## config.mk

```make
export PLATFORM = sky130hd
export DESIGN_NAME = mmc1_mapper
export DESIGN_NICKNAME = d
export VERILOG_FILES = /design/src/verilog/mmc1_pkg.sv /design/src/verilog/mmc1_mapper.sv /design/src/verilog/mmc1_chr_map.sv /design/src/verilog/mmc1_prg_map.sv /design/src/verilog/mmc1_serial_ctrl.sv
export VERILOG_INCLUDE_DIRS = /design/src /design/src/verilog
export SDC_FILE = /design/constraint.sdc
export NUM_CORES = 1
export LEC_CHECK = 0
export ABC_AREA = 1
export BUFFER_PORTS_ARGS = -buffer_cell sky130_fd_sc_hd__buf_4
export CORE_MARGIN = 2
export CORE_UTILIZATION = 30
export CTS_CLUSTER_DIAMETER = 100
export DETAILED_ROUTE_END_ITERATION = 16
export GPL_TIMING_DRIVEN = 0
export SLEW_MARGIN = 20
export SYNTH_ARGS = -nofsm -noshare
export SYNTH_HDL_FRONTEND = slang
export SYNTH_SLANG_ARGS = --single-unit
```

## constraint.sdc

```tcl
create_clock -name m2 -period 2.4 [get_ports m2]
set_input_delay 0 -clock m2 [delete_from_list [all_inputs] [get_ports m2]]
set_output_delay 0 -clock m2 [all_outputs]
set_load 0.05 [all_outputs]
```

## src/verilog/mmc1_defines.svh

```systemverilog
`ifndef MMC1_DEFINES_SVH
`define MMC1_DEFINES_SVH

// Mapper number reported on the save-state port.
`define MMC1_MAP_NUM 8'd1

// Power-up value of r0. 16K PRG with last bank fixed, 4K CHR.
`define MMC1_R0_RST 5'b11111

// Save-state address of the shift register.
`define MMC1_SS_BUFF_ADDR 8'd4

// Save-state address returning the mapper number.
`define MMC1_SS_ID_ADDR 8'd127

`endif
```

## src/verilog/mmc1_pkg.sv

```systemverilog
package mmc1_pkg;

	typedef logic [15:0] cpu_addr_t;
	typedef logic [7:0]  cpu_data_t;
	typedef logic [13:0] ppu_addr_t;
	typedef logic [18:0] prg_addr_t; // 512 KiB PRG ROM.
	typedef logic [16:0] chr_addr_t;
	typedef logic [14:0] srm_addr_t; // 4 banks of 8 KiB.
	typedef logic [4:0]  mmc_reg_t;
	typedef logic [7:0]  ss_addr_t;

	// CPU side, rw high means read.
	typedef struct packed {
		cpu_addr_t addr;
		cpu_data_t dat;
		logic      rw;
	} cpu_bus_t;

	// PPU side, strobes active low.
	typedef struct packed {
		ppu_addr_t addr;
		logic      oe;
		logic      we;
	} ppu_bus_t;

	typedef struct packed {
		logic       chr_ram; // Board has CHR RAM instead of ROM.
		logic [3:0] map_sub;
	} sys_cfg_t;

	typedef struct packed {
		logic     act;
		logic     we;
		ss_addr_t addr;
	} ss_ctrl_t;

	typedef struct packed {
		mmc_reg_t r0;
		mmc_reg_t r1;
		mmc_reg_t r2;
		mmc_reg_t r3;
		mmc_reg_t buff; // Serial shift register with marker bit.
	} mmc1_regs_t;

	typedef struct packed {
		prg_addr_t prg_addr;
		logic      prg_oe;
		logic      rom_ce;
		logic      ram_ce;
		logic      ram_we;
		srm_addr_t srm_addr;
		chr_addr_t chr_addr;
		logic      chr_oe;
		logic      chr_ce;
		logic      chr_we;
		logic      ciram_a10;
		logic      ciram_ce;
	} map_out_t;

	// Previous cycle held an accepted register write.
	typedef enum logic {
		WR_IDLE,
		WR_HELD
	} wr_state_t;

endpackage

```

## src/verilog/mmc1_mapper.sv

```systemverilog
`timescale 1ns/1ps

module mmc1_mapper
(
	input  logic                m2,
	input  logic                map_rst,
	input  mmc1_pkg::cpu_bus_t  cpu,
	input  mmc1_pkg::ppu_bus_t  ppu,
	input  mmc1_pkg::sys_cfg_t  cfg,
	input  mmc1_pkg::ss_ctrl_t  ss,
	output mmc1_pkg::map_out_t  map_out,
	output mmc1_pkg::cpu_data_t ss_rdat
);

	mmc1_pkg::mmc1_regs_t regs;
	logic [4:0]           chr_bank; // Also feeds PRG A18 and the save RAM bank.

	mmc1_serial_ctrl u_ctrl (
		.m2      (m2),
		.map_rst (map_rst),
		.cpu     (cpu),
		.ss      (ss),
		.regs    (regs),
		.ss_rdat (ss_rdat)
	);

	mmc1_prg_map u_prg (
		.cpu      (cpu),
		.cfg      (cfg),
		.regs     (regs),
		.chr_bank (chr_bank),
		.prg_addr (map_out.prg_addr),
		.prg_oe   (map_out.prg_oe),
		.rom_ce   (map_out.rom_ce),
		.ram_ce   (map_out.ram_ce),
		.ram_we   (map_out.ram_we),
		.srm_addr (map_out.srm_addr)
	);

	mmc1_chr_map u_chr (
		.ppu       (ppu),
		.cfg       (cfg),
		.regs      (regs),
		.chr_bank  (chr_bank),
		.chr_addr  (map_out.chr_addr),
		.chr_oe    (map_out.chr_oe),
		.chr_ce    (map_out.chr_ce),
		.chr_we    (map_out.chr_we),
		.ciram_a10 (map_out.ciram_a10),
		.ciram_ce  (map_out.ciram_ce)
	);

endmodule

```

## src/verilog/mmc1_chr_map.sv

```systemverilog
`timescale 1ns/1ps

module mmc1_chr_map
(
	input  mmc1_pkg::ppu_bus_t   ppu,
	input  mmc1_pkg::sys_cfg_t   cfg,
	input  mmc1_pkg::mmc1_regs_t regs,
	output logic [4:0]           chr_bank,
	output mmc1_pkg::chr_addr_t  chr_addr,
	output logic                 chr_oe,
	output logic                 chr_ce,
	output logic                 chr_we,
	output logic                 ciram_a10,
	output logic                 ciram_ce
);

	logic a12;

	assign a12 = ppu.addr[12];

	always_comb
	begin
		if (!regs.r0[4])
			chr_bank = {regs.r1[4:1], a12}; // 8K mode.
		else if (!a12)
			chr_bank = regs.r1;
		else
			chr_bank = regs.r2;
	end

	// CHR RAM is only 8 KiB, keep the low bank bit.
	assign chr_addr = {cfg.chr_ram ? {4'b0000, chr_bank[0]} : chr_bank, ppu.addr[11:0]};

	// One-screen A/B, then vertical and horizontal.
	always_comb
	begin
		case (regs.r0[1:0])
			2'd0: ciram_a10 = 1'b0;
			2'd1: ciram_a10 = 1'b1;
			2'd2: ciram_a10 = ppu.addr[10];
			default: ciram_a10 = ppu.addr[11];
		endcase
	end

	assign ciram_ce = !ppu.addr[13];
	assign chr_ce   = ciram_ce;
	assign chr_oe   = !ppu.oe;
	assign chr_we   = cfg.chr_ram && !ppu.we && ciram_ce; // ROM boards never write.

endmodule

```

## src/verilog/mmc1_prg_map.sv

```systemverilog
`timescale 1ns/1ps

module mmc1_prg_map
(
	input  mmc1_pkg::cpu_bus_t   cpu,
	input  mmc1_pkg::sys_cfg_t   cfg,
	input  mmc1_pkg::mmc1_regs_t regs,
	input  logic [4:0]           chr_bank,
	output mmc1_pkg::prg_addr_t  prg_addr,
	output logic                 prg_oe,
	output logic                 rom_ce,
	output logic                 ram_ce,
	output logic                 ram_we,
	output mmc1_pkg::srm_addr_t  srm_addr
);

	logic [3:0] prg_bank;
	logic [1:0] srm_bank;
	logic       a14;

	assign a14 = cpu.addr[14];

	always_comb
	begin
		if (!regs.r0[3])
			prg_bank = {regs.r3[3:1], a14}; // 32K mode.
		else if (regs.r0[2] != a14)
			prg_bank = regs.r3[3:0]; // Switchable half.
		else if (!a14)
			prg_bank = 4'h0;
		else
			prg_bank = 4'hf;
	end

	// Submapper 5 has no PRG banking at bit 14.
	assign prg_addr = {chr_bank[4], prg_bank[3:1],
		(cfg.map_sub == 4'd5) ? a14 : prg_bank[0], cpu.addr[13:0]};

	assign prg_oe = cpu.rw;
	assign rom_ce = cpu.addr[15];
	assign ram_ce = (cpu.addr[15:13] == 3'b011); // 6000 to 7FFF.
	assign ram_we = ram_ce && !cpu.rw;

	// CHR RAM boards reuse CHR bank bits as the save RAM bank.
	assign srm_bank = cfg.chr_ram ? chr_bank[3:2] : 2'b00;
	assign srm_addr = {srm_bank, cpu.addr[12:0]};

endmodule

```

## src/verilog/mmc1_serial_ctrl.sv

```systemverilog
`timescale 1ns/1ps
`include "mmc1_defines.svh"

module mmc1_serial_ctrl
(
	input  logic                 m2,
	input  logic                 map_rst,
	input  mmc1_pkg::cpu_bus_t   cpu,
	input  mmc1_pkg::ss_ctrl_t   ss,
	output mmc1_pkg::mmc1_regs_t regs,
	output mmc1_pkg::cpu_data_t  ss_rdat
);

	// Only bit 4 set, five bits still to come.
	localparam mmc1_pkg::mmc_reg_t BUFF_EMPTY = 5'b10000;

	mmc1_pkg::wr_state_t  wr_st;
	mmc1_pkg::mmc1_regs_t regs_q;
	mmc1_pkg::mmc_reg_t   shift_val;
	mmc1_pkg::mmc_reg_t   ss_reg;
	logic                 reg_acc;
	logic                 reg_we;
	logic                 reg_rst;
	logic                 ss_wr;

	// Second write of a back-to-back pair is dropped.
	assign reg_acc   = cpu.addr[15] && !cpu.rw && (wr_st == mmc1_pkg::WR_IDLE);
	assign reg_we    = reg_acc && !ss.act; // Save-state access owns the registers.
	assign reg_rst   = reg_we && cpu.dat[7];
	assign ss_wr     = ss.act && ss.we;
	assign shift_val = {cpu.dat[0], regs_q.buff[4:1]}; // LSB first.

	always_ff @(posedge m2)
	begin
		if (map_rst)
			wr_st <= mmc1_pkg::WR_IDLE;
		else if (reg_acc)
			wr_st <= mmc1_pkg::WR_HELD;
		else
			wr_st <= mmc1_pkg::WR_IDLE;
	end

	always_ff @(posedge m2)
	begin
		if (ss_wr)
		begin
			if (ss.addr[7:2] == 6'd0)
			begin
				case (ss.addr[1:0])
					2'd0: regs_q.r0 <= cpu.dat[4:0];
					2'd1: regs_q.r1 <= cpu.dat[4:0];
					2'd2: regs_q.r2 <= cpu.dat[4:0];
					default: regs_q.r3 <= cpu.dat[4:0];
				endcase
			end
			if (ss.addr == `MMC1_SS_BUFF_ADDR)
				regs_q.buff <= cpu.dat[4:0];
		end
		else if (map_rst)
		begin
			regs_q.r0   <= `MMC1_R0_RST;
			regs_q.r1   <= '0;
			regs_q.r2   <= '0;
			regs_q.r3   <= '0;
			regs_q.buff <= BUFF_EMPTY;
		end
		else if (reg_rst)
		begin
			regs_q.buff     <= BUFF_EMPTY;
			regs_q.r0[3:2]  <= 2'b11; // Back to 16K mode, last bank fixed.
		end
		else if (reg_we)
		begin
			if (!regs_q.buff[0])
				regs_q.buff <= shift_val;
			else
			begin
				// Marker reached bit 0, this is the fifth bit.
				regs_q.buff <= BUFF_EMPTY;
				case (cpu.addr[14:13])
					2'd0: regs_q.r0 <= shift_val;
					2'd1: regs_q.r1 <= shift_val;
					2'd2: regs_q.r2 <= shift_val;
					default: regs_q.r3 <= shift_val;
				endcase
			end
		end
	end

	assign regs = regs_q;

	always_comb
	begin
		case (ss.addr[1:0])
			2'd0: ss_reg = regs_q.r0;
			2'd1: ss_reg = regs_q.r1;
			2'd2: ss_reg = regs_q.r2;
			default: ss_reg = regs_q.r3;
		endcase
		if (ss.addr[7:2] == 6'd0)
			ss_rdat = {3'b000, ss_reg};
		else if (ss.addr == `MMC1_SS_BUFF_ADDR)
			ss_rdat = {3'b000, regs_q.buff};
		else if (ss.addr == `MMC1_SS_ID_ADDR)
			ss_rdat = `MMC1_MAP_NUM;
		else
			ss_rdat = 8'hff;
	end

	// Shifting never loses the marker once it is present.
	a_buff_marker: assert property (@(posedge m2) disable iff (map_rst)
		($past(regs_q.buff) != '0) && !$past(ss_wr) |-> (regs_q.buff != '0));

	// A save-state read leaves every register untouched.
	a_ss_read_stable: assert property (@(posedge m2)
		ss.act && !ss.we && !map_rst |=> $stable(regs_q));

endmodule

```

Word-level counts from Yosys, hierarchy flattened --
Cells that the tools add are included.
Storage, ports and cells: logic and storage cells 93, output and inout port bits 68, flip-flop bits (word level) 26, input port bits 58
Cells by class: reductions and logical operators 33, equality and inequality tests 19, bitwise gates (word level) 1, muxes and demuxes 33
Operator list (number):
- $mux 25 | 3
- $mux 5 | 14
- $mux 20 | 2
- $mux 8 | 3
- $reduce_and 6->1 | 4
- $mux 17 | 1
- $pmux 5 s3 | 1
- $reduce_bool 3->1 | 5
- $mux 4 | 3
- $ne 2x2->1 const B | 6
- $reduce_bool 4->1 | 3
- $eq 8x3->1 const B | 1
- $eq 8x7->1 const B | 1
- $logic_and 1x1->1 | 8
- $eq 2x1->1 const B | 3
- $eq 2x2->1 const B | 3
- $logic_not 2->1 | 3
- $logic_not 6->1 | 1
- $reduce_or 3->1 | 2
- $logic_not 1->1 | 5
- $reduce_and 5->1 | 1
- $eq 4x3->1 const B | 1
- $mux 2 | 2
- $eq 3x2->1 const B | 1
- 7 further kinds | 9

Longest topological paths before layout --
Gate-level depths: netlist (run 1).
word-level depth 8, gate-level depth with buffers 8, depth with buffers taken out 7

By module --
From an unflattened synthesis (run 1), not the netlist that was laid out.
Unflattened totals: cell total of the unflattened synthesis 294, area, all modules 2152.1 µm²
Modules (own cells, without submodules):
- mmc1_serial_ctrl | cells each 176, area an instance 1510.2 µm², seq. area each 770.7 µm², instances 1
- mmc1_prg_map | cells each 60, area an instance 361.6 µm², seq. area each 0.0 µm², instances 1
- mmc1_chr_map | cells each 58, area an instance 280.3 µm², seq. area each 0.0 µm², instances 1

Worst setup path before layout (run 1) --
OpenSTA, ideal clock, no wires.
path kind flip-flop to output port, start point reg u_ctrl.regs_q, in the netlist u_ctrl.regs[24], end point out map_out[21] in the netlist's numbering, cell stages (with the launch flop) 6, arrival 1.359 ns, data required time 2.400 ns, path buffers 0, slack 1.041 ns, cell sequence edfxtp_1 -> nand2_1 -> inv_2 -> or2_1 -> o21ai_1 -> nor2_1
RTL lines:
- start: declaration | line mmc1_serial_ctrl.sv:18 | mmc1_pkg::mmc1_regs_t regs_q;
- end: declaration | line mmc1_mapper.sv:11 | output mmc1_pkg::map_out_t map_out,

Final worst setup path (run 1) --
start point in cpu[0] in the netlist's numbering, end point reg u_ctrl.regs_q, in the netlist u_ctrl.regs[11], enable pin
Between the ends: word-level cells in the longest chain between the ends 7, elaborated cells on any way between the ends 8, those cells by class 1 x eq/ne; 7 x reduce/logical
RTL lines:
- start: declaration | line mmc1_mapper.sv:7 | input mmc1_pkg::cpu_bus_t cpu,
- $logic_not 1->1 (*) | line mmc1_serial_ctrl.sv:27 | assign reg_acc = cpu.addr[15] && !cpu.rw && (wr_st == mmc1_pkg::WR_IDLE);
- $logic_and 1x1->1 (*) (2 in series) | line mmc1_serial_ctrl.sv:27
- $logic_and 1x1->1 (*) | line mmc1_serial_ctrl.sv:28 | assign reg_we = reg_acc && !ss.act;
- $logic_and 1x1->1 | line mmc1_serial_ctrl.sv:29 | assign reg_rst = reg_we && cpu.dat[7];
- $ne 3x3->1 (no source line)
- $reduce_and 6->1 (no source line) (*)
Every way passes the cells marked *; elsewhere a longest branch is shown, timed or not. A chain may end at the register's enable or synchronous reset.

==> results by group, run 1 <==
Routing
  • Remaining routing DRC violations: 0
  • Pre-antenna DRT Iters: 4
  • Routed vias/inst: 4.39
  • Routed wire length: 5430 µm
  • Drt wl/cell: 12.0 µm
  • 1st-iter DRT viols: 94
  • Vias post-DR: 1988
  • Antenna viol nets, final: 0

Timing
  • RSZ-0062 raised after global routing: false
  • Setup TNS: 0 ns
  • Setup slack after layout: 0.813 ns
  • Slew Limit Fails: 0
  • Final min period: 1.59 ns
  • Fmax: 0.630 GHz
  • Final Hold Viols: 0
  • Clock Skew: 0.00274 ns
  • Hold WS: 0.0562 ns
  • Final Cycle Share: 0.661
  • Slew @ Worst Pin: 0.502 ns
  • Slew headroom: 0.664
  • Final setup violation count: 0

Logic synthesis
  • Syn. warnings: 0
  • Post-synthesis sequential area ratio: 0.379
  • Synth Register Bits: 26
  • Mux cell area share after synthesis: 0.00984
  • Simple-gate area share of the yosys netlist: 0.280
  • Synth Area in Compound Gates: 0.0879
  • Synth Area in XOR/XNOR: 0
  • Adder-cell area share of the yosys netlist: 0
  • Dominant synthesized flop cell: edfxtp_1
  • Post-synth EDFFs: 25
  • Syn nets: 328
  • Mapped cell area: 2030 µm²
  • Mean cell area of the mapped netlist: 7.54 µm²
  • Distinct cells, synth: 32
  • Cells after synthesis: 270
  • Largest family of logic cells by synthesized area: simple AND/OR/NAND/NOR gates
  • Asr flop ratio synth: 0

Clocking
  • Clk root buf: clkbuf_8
  • PostCTS Resize Cnt: 0
  • Worst skew pair latency: 0.27 ns
  • Clock-pin slew on the worst setup and hold paths: 0.09 ns
  • CTS buffer count: 3
  • Clock Tree Buf Depth: 2
  • Clk sinks: 26
  • CTS tree: done
  • CTS H-tree lvls: 1

Critical path
  • WS Path Type: primary input to register
  • Worst path bufs/invs: 3
  • CP max stage cell: dlygate4sd3_1
  • Reg-to-reg setup timing slack: 0.85 ns
  • Max incr delay on CP: 0.55 ns
  • Setup crit start kind: primary input
  • Critical Path RT: 2.32 ns
  • CP endpoint kind: register
  • CP cell instances: dlygate4sd3_1, buf_4, clkinv_1, nand3_1, o21ai_1, nand2_1, nor2_1
  • CP Data Arrival Time: 1.51 ns
  • CP Max Fanout: 5
  • Crit path max-delay family: buffers and inverters

Cells and area
  • Multi-input gate area in the final layout: 769 µm²
  • Post-route cell area: 2930 µm²
  • Share of cells above drive strength 1: 0.475
  • Seq. cell area: 771 µm²
  • Nets: 432
  • Area added between synthesis and finish: 43.9%
  • # diodes: 0
  • Non-Filler Instances: 453
  • Final core occ: 0.438
  • Filler cells: 690

Run status
  • Outcome: completed

Place
  • Dpl cell area: 2860 µm²
  • Inst Count DP: 447
  • Port buffer count: 97
  • GPL Wtd Cong: 0.814
  • HPWL after DPL: 4510 µm
  • DP Worst Slack: 0.850 ns

Floorplan
  • Num rows: 30
  • Die area: 7460 µm²
  • Io pins: 126
  • Initial Util: 0.304
  • Die height: 86.4 µm
  • DIE WIDTH: 86.4 µm
  • Core area: 6680 µm²

Power
  • Sw Ratio: 0.384
  • Leakage power: 1.49 nW
  • Power, Total: 1.42 mW
  • Net load switching power: 0.545 mW
  • Maximum VDD drop: 0.276 mV
  • Clock Power Share: 0.181
  • Combinational share of power: 0.419
  • Pint: 0.875 mW
  • Share of power burned in registers: 0.400
  • Power Dens Cells: 485 nW/µm²

Global route
  • Vias in the first global route: 1723
  • Initial antenna violation count: 0
  • Grt total ovfl: 0
  • Largest net degree at the start of global routing: 15
  • Total Routing Usage GR: 0.134
  • First-pass GRT wire length: 7940 µm

Min path
  • Worst min path class: primary input to register

Run
  • Number of max-cap violations: 0
## state kept, by name (all words and copies together), names as in the netlist
signal,cells
u_ctrl.wr_st,1
u_ctrl.regs,25
## synthesized netlist by cell type (all sizes together), types with 2 or more instances
cell / count / area share
a21oi: 5 / 0.014
buf: 53 / 0.19
edfxtp: 25 / 0.37
inv: 25 / 0.046
mux2i: 2 / 0.0098
nand2: 69 / 0.13
nand3: 15 / 0.042
nor2: 39 / 0.079
nor3: 2 / 0.0049
o21ai: 22 / 0.056
or2: 3 / 0.010
## layer usage
layer | global-route usage | wire length, µm | vias to the layer above
met3 | 0.0190 | 468 | 5
met1 | 0.159 | 2060 | 874
met4 | 0.0355 | 47 | 0
met2 | 0.252 | 2850 | 85
met5 | 0 | 0 | -
li1 | - | - | 1024
## power by group through the flow
| stage | clock [mW] | combinational [mW] | sequential, mW |
|---|---|---|---|
| 2_1_floorplan | 0 | 0.418 | 0.569 |
| 3_3_place_gp | 0 | 0.591 | 0.577 |
| 3_5_place_dp | 0 | 0.596 | 0.578 |
| 4_1_cts | 0.258 | 0.599 | 0.567 |
| 5_1_grt | 0.274 | 0.632 | 0.571 |
| 6_report | 0.257 | 0.595 | 0.568 |
## cells by family (layout without fill, tap and decap cells)
family                 Yosys count  count (layout)
buffers and inverters           79             182
and+or+nand+nor                131             131
DFF                             26              26
muxes                            2               2
AOI/OAI and AO/OA               32              32
## path summary, 6_finish.rpt
kind,startpoint,to,cells after the start
max,cpu[0],u_ctrl.regs[11],7
min,cpu[4],u_ctrl.regs[23],3
max reg2reg,u_ctrl.wr_st,u_ctrl.regs[11],5
min reg2reg,u_ctrl.regs[1],u_ctrl.regs[20],2
## area by class of cell
| cell class | count | area share |
|---|---|---|
| Buffer | 53 | 0.135 |
| Tap cell | 80 | 0.0342 |
| Multi-Input combinational cell | 165 | 0.263 |
| Inverter | 26 | 0.0333 |
| Sequential cell | 26 | 0.263 |
| Clock buffer | 4 | 0.0154 |
| Timing Repair Buffer | 99 | 0.256 |
## worst reg2reg max path: stages, from the launching register on
cell and delay, ns:
dfxtp_1 0.32, nor2_2 0.11, nand3_1 0.09, o21ai_1 0.14, nand2_1 0.13, nor2_1 0.40
## cell usage in the layout, fill, tap and decap left out, drive strengths merged
master,instances
nand4,1
a21oi,5
inv,25
dlygate4sd3,2
a21boi,1
mux2i,2
and2,1
nor2,39
nand2,69
o21bai,1
nor4,1
clkbuf,4
clkinv,1
a31oi,1
nand3,15
dfxtp,1
o21ai,22
or2,3
nor3,2
a22o,1
edfxtp,25
o22ai,1
buf,150
## repair_timing
action	CTS	global route
setup endpoints to repair	0	0
setup buffers	0	0
hold buffers	2	0
hold endpoints to repair	1	0
Power figures use the tool's default switching activity.
==> run 2, diff against run 1 <==
clock period = 1.5 ns   (was 2.4 ns; I/O delays follow)
==> results by group, run 2 (same netlist as run 1, synthesis figures left out) <==
Timing
  • Fmax: 0.690 GHz
  • Final setup violation count: 0 (unchanged)
  • RSZ-0062 raised after global routing: true
  • Setup TNS: 0 ns (unchanged)
  • Clock Skew: 0.00178 ns (-0.000955 ns)
  • Slew headroom: 0.795 (+0.131)
  • Slew Limit Fails: 0 (unchanged)
  • Final min period: 1.45 ns
  • Final Hold Viols: 0 (unchanged)
  • Final Cycle Share: 0.966
  • Slew @ Worst Pin: 0.305 ns (-0.197 ns)

Clocking
  • CTS tree: done
  • CTS H-tree lvls: 1 (unchanged)
  • Clock-pin slew on the worst setup and hold paths: 0.09 ns (about the same)
  • Clock Tree Buf Depth: 2 (unchanged)
  • Worst skew pair latency: 0.27 ns (about the same)
  • Clk root buf: clkbuf_8
  • Clk sinks: 26 (unchanged)
  • CTS buffer count: 3 (unchanged)

Critical path
  • FF-to-FF Start: u_ctrl.wr_st
  • Worst path bufs/invs: 2 (-1)
  • CP Data Arrival Time: 1.45 ns (-0.06 ns)
  • CP cell instances: nand2_4, inv_2, or2_1, o21ai_2, nor2_1, buf_6
  • Reg-to-reg setup timing slack: 0.08 ns (-0.77 ns)
  • WS Path Type: register to primary output
  • Crit path max-delay family: flip-flops
  • Max incr delay on CP: 0.47 ns (-0.08 ns)
  • Path depth of the worst reg2reg path: 5 (unchanged)
  • CP Max Fanout: 6 (+1)
  • Setup crit start kind: register
  • Worst R2R End: u_ctrl.regs[16]
  • Critical Path RT: 1.50 ns (-0.82 ns)
  • CP endpoint kind: primary output
  • CP max stage cell: edfxtp_1

Routing
  • Routed vias/inst: 4.42 (+0.78%)
  • 1st-iter DRT viols: 77 (-18%)
  • Routed wire length: 5520 µm (+1.8%)
  • Pre-antenna DRT Iters: 5 (+1)
  • Remaining routing DRC violations: 0 (unchanged)
  • Vias post-DR: 2008 (+1.0%)
  • Drt wl/cell: 12.2 µm (+1.6%)
  • Antenna viol nets, final: 0 (unchanged)

Place
  • GPL Wtd Cong: 0.814 (unchanged)
  • HPWL after DPL: 4510 µm (unchanged)
  • Inst Count DP: 447 (unchanged)
  • Port buffer count: 97 (unchanged)

Min path
  • Worst Hold Launch: cpu[4]
  • Worst min path class: primary input to register
  • Hold EP: u_ctrl.regs[23]
  • Cells on Worst Hold Path: 3 (unchanged)

Global route
  • Initial antenna violation count: 0 (unchanged)
  • Vias in the first global route: 1735 (+0.70%)
  • Grt total ovfl: 0 (unchanged)
  • First-pass GRT wire length: 8000 µm (+0.78%)
  • Total Routing Usage GR: 0.135 (+0.000799)
  • Largest net degree at the start of global routing: 15 (unchanged)

Power
  • Power Dens Cells: 769 nW/µm² (+59%)
  • Maximum VDD drop: 0.442 mV (+60%)
  • Leakage power: 1.50 nW (+0.67%)

Run
  • Number of max-cap violations: 0 (unchanged)

Cells and area
  • Commonest cells after routing, fill and taps aside: buf_4, nand2_1, nor2_1, edfxtp_1, inv_1
  • Area added between synthesis and finish: 46.9%
  • Multi-input gate area in the final layout: 805 µm² (+4.6%)
  • Non-Filler Instances: 454 (+0.22%)
  • Max reg flops: 25 (unchanged)
  • Most common cell after layout, fill and taps aside: buf_4
  • Filler cells: 695 (+0.72%)
  • Nets: 433 (+0.23%)
  • Share of cells above drive strength 1: 0.503 (+0.0281)
  • Seq. cell area: 771 µm² (unchanged)
  • # diodes: 0 (unchanged)

Floorplan
  • Io pins: 126 (unchanged)
  • DIE WIDTH: 86.4 µm (unchanged)
  • Num rows: 30 (unchanged)
  • Die area: 7460 µm² (unchanged)
  • Core area: 6680 µm² (unchanged)
  • Die height: 86.4 µm (unchanged)
  • Initial Util: 0.304 (unchanged)

Run status
  • Outcome: completed
## run 2: report_power, final
| group | internal (mW) | switching, mW | total (mW) |
|---|---|---|---|
| combinational | 0.356 | 0.624 | 0.980 |
| sequential | 0.872 | 0.0395 | 0.911 |
| clock | 0.190 | 0.217 | 0.407 |
| total | 1.42 | 0.880 | 2.30 |
## run 2: cell type report
cell class,count,area share
Inverter,26,0.0326
Sequential cell,26,0.258
Clock buffer,4,0.0151
Multi-Input combinational cell,165,0.269
Timing Repair Buffer,100,0.259
Tap cell,80,0.0335
Buffer,53,0.133
## run 2: through the flow
stage | hold slack [ns] | util | worst slack (ns) | cell area [µm²] | power [mW]
floorplan | 0.0717 | - | 0.141 | 2030 | 1.58
global placement | 0.202 | 0.428 | -0.0244 | 2860 | 1.87
detailed placement | 0.203 | 0.428 | -0.0501 | 2860 | 1.88
CTS | 0.0560 | 0.440 | -0.0651 | 2940 | 2.28
global route | 0.0738 | 0.447 | -0.0568 | 2990 | 2.40
finish | 0.0596 | 0.447 | 0.0504 | 2990 | 2.30
## run 2: worst min-delay path, delay by kind of cell
kind	cells	cell delay, ns
simple gates	2	0.15
buf+inv	1	0.07
## run 2: timing repair
| item | in CTS | in global routing |
|---|---|---|
| pin swaps | 0 | 3 |
| hold buffers | 2 | 0 |
| setup buffers | 1 | 0 |
| gates resized for setup | 1 | 15 |
| setup endpoints to repair | 24 | 28 |
| hold endpoints to repair | 1 | 0 |
## run 2: layer usage
metal	vias to the layer above	GRT usage	part of all wire
met5	-	0	0
met4	0	0.0355	0.0089
li1	1028	-	-
met3	5	0.0190	0.078
met2	79	0.252	0.53
met1	896	0.160	0.38
## run 2: how the worst max path moves through the flow
stage	startpoint	slack (ns)	cells after the start	to
after detailed placement	u_ctrl.wr_st	-0.05	5	u_ctrl.regs[16]
final	u_ctrl.regs[24]	0.05	6	map_out[21]
after floorplan	u_ctrl.regs[24]	0.14	5	map_out[21]
after global routing	u_ctrl.wr_st	-0.06	5	u_ctrl.regs[11]
after global placement	u_ctrl.wr_st	-0.02	5	u_ctrl.regs[16]
after CTS	u_ctrl.wr_st	-0.07	5	u_ctrl.regs[16]
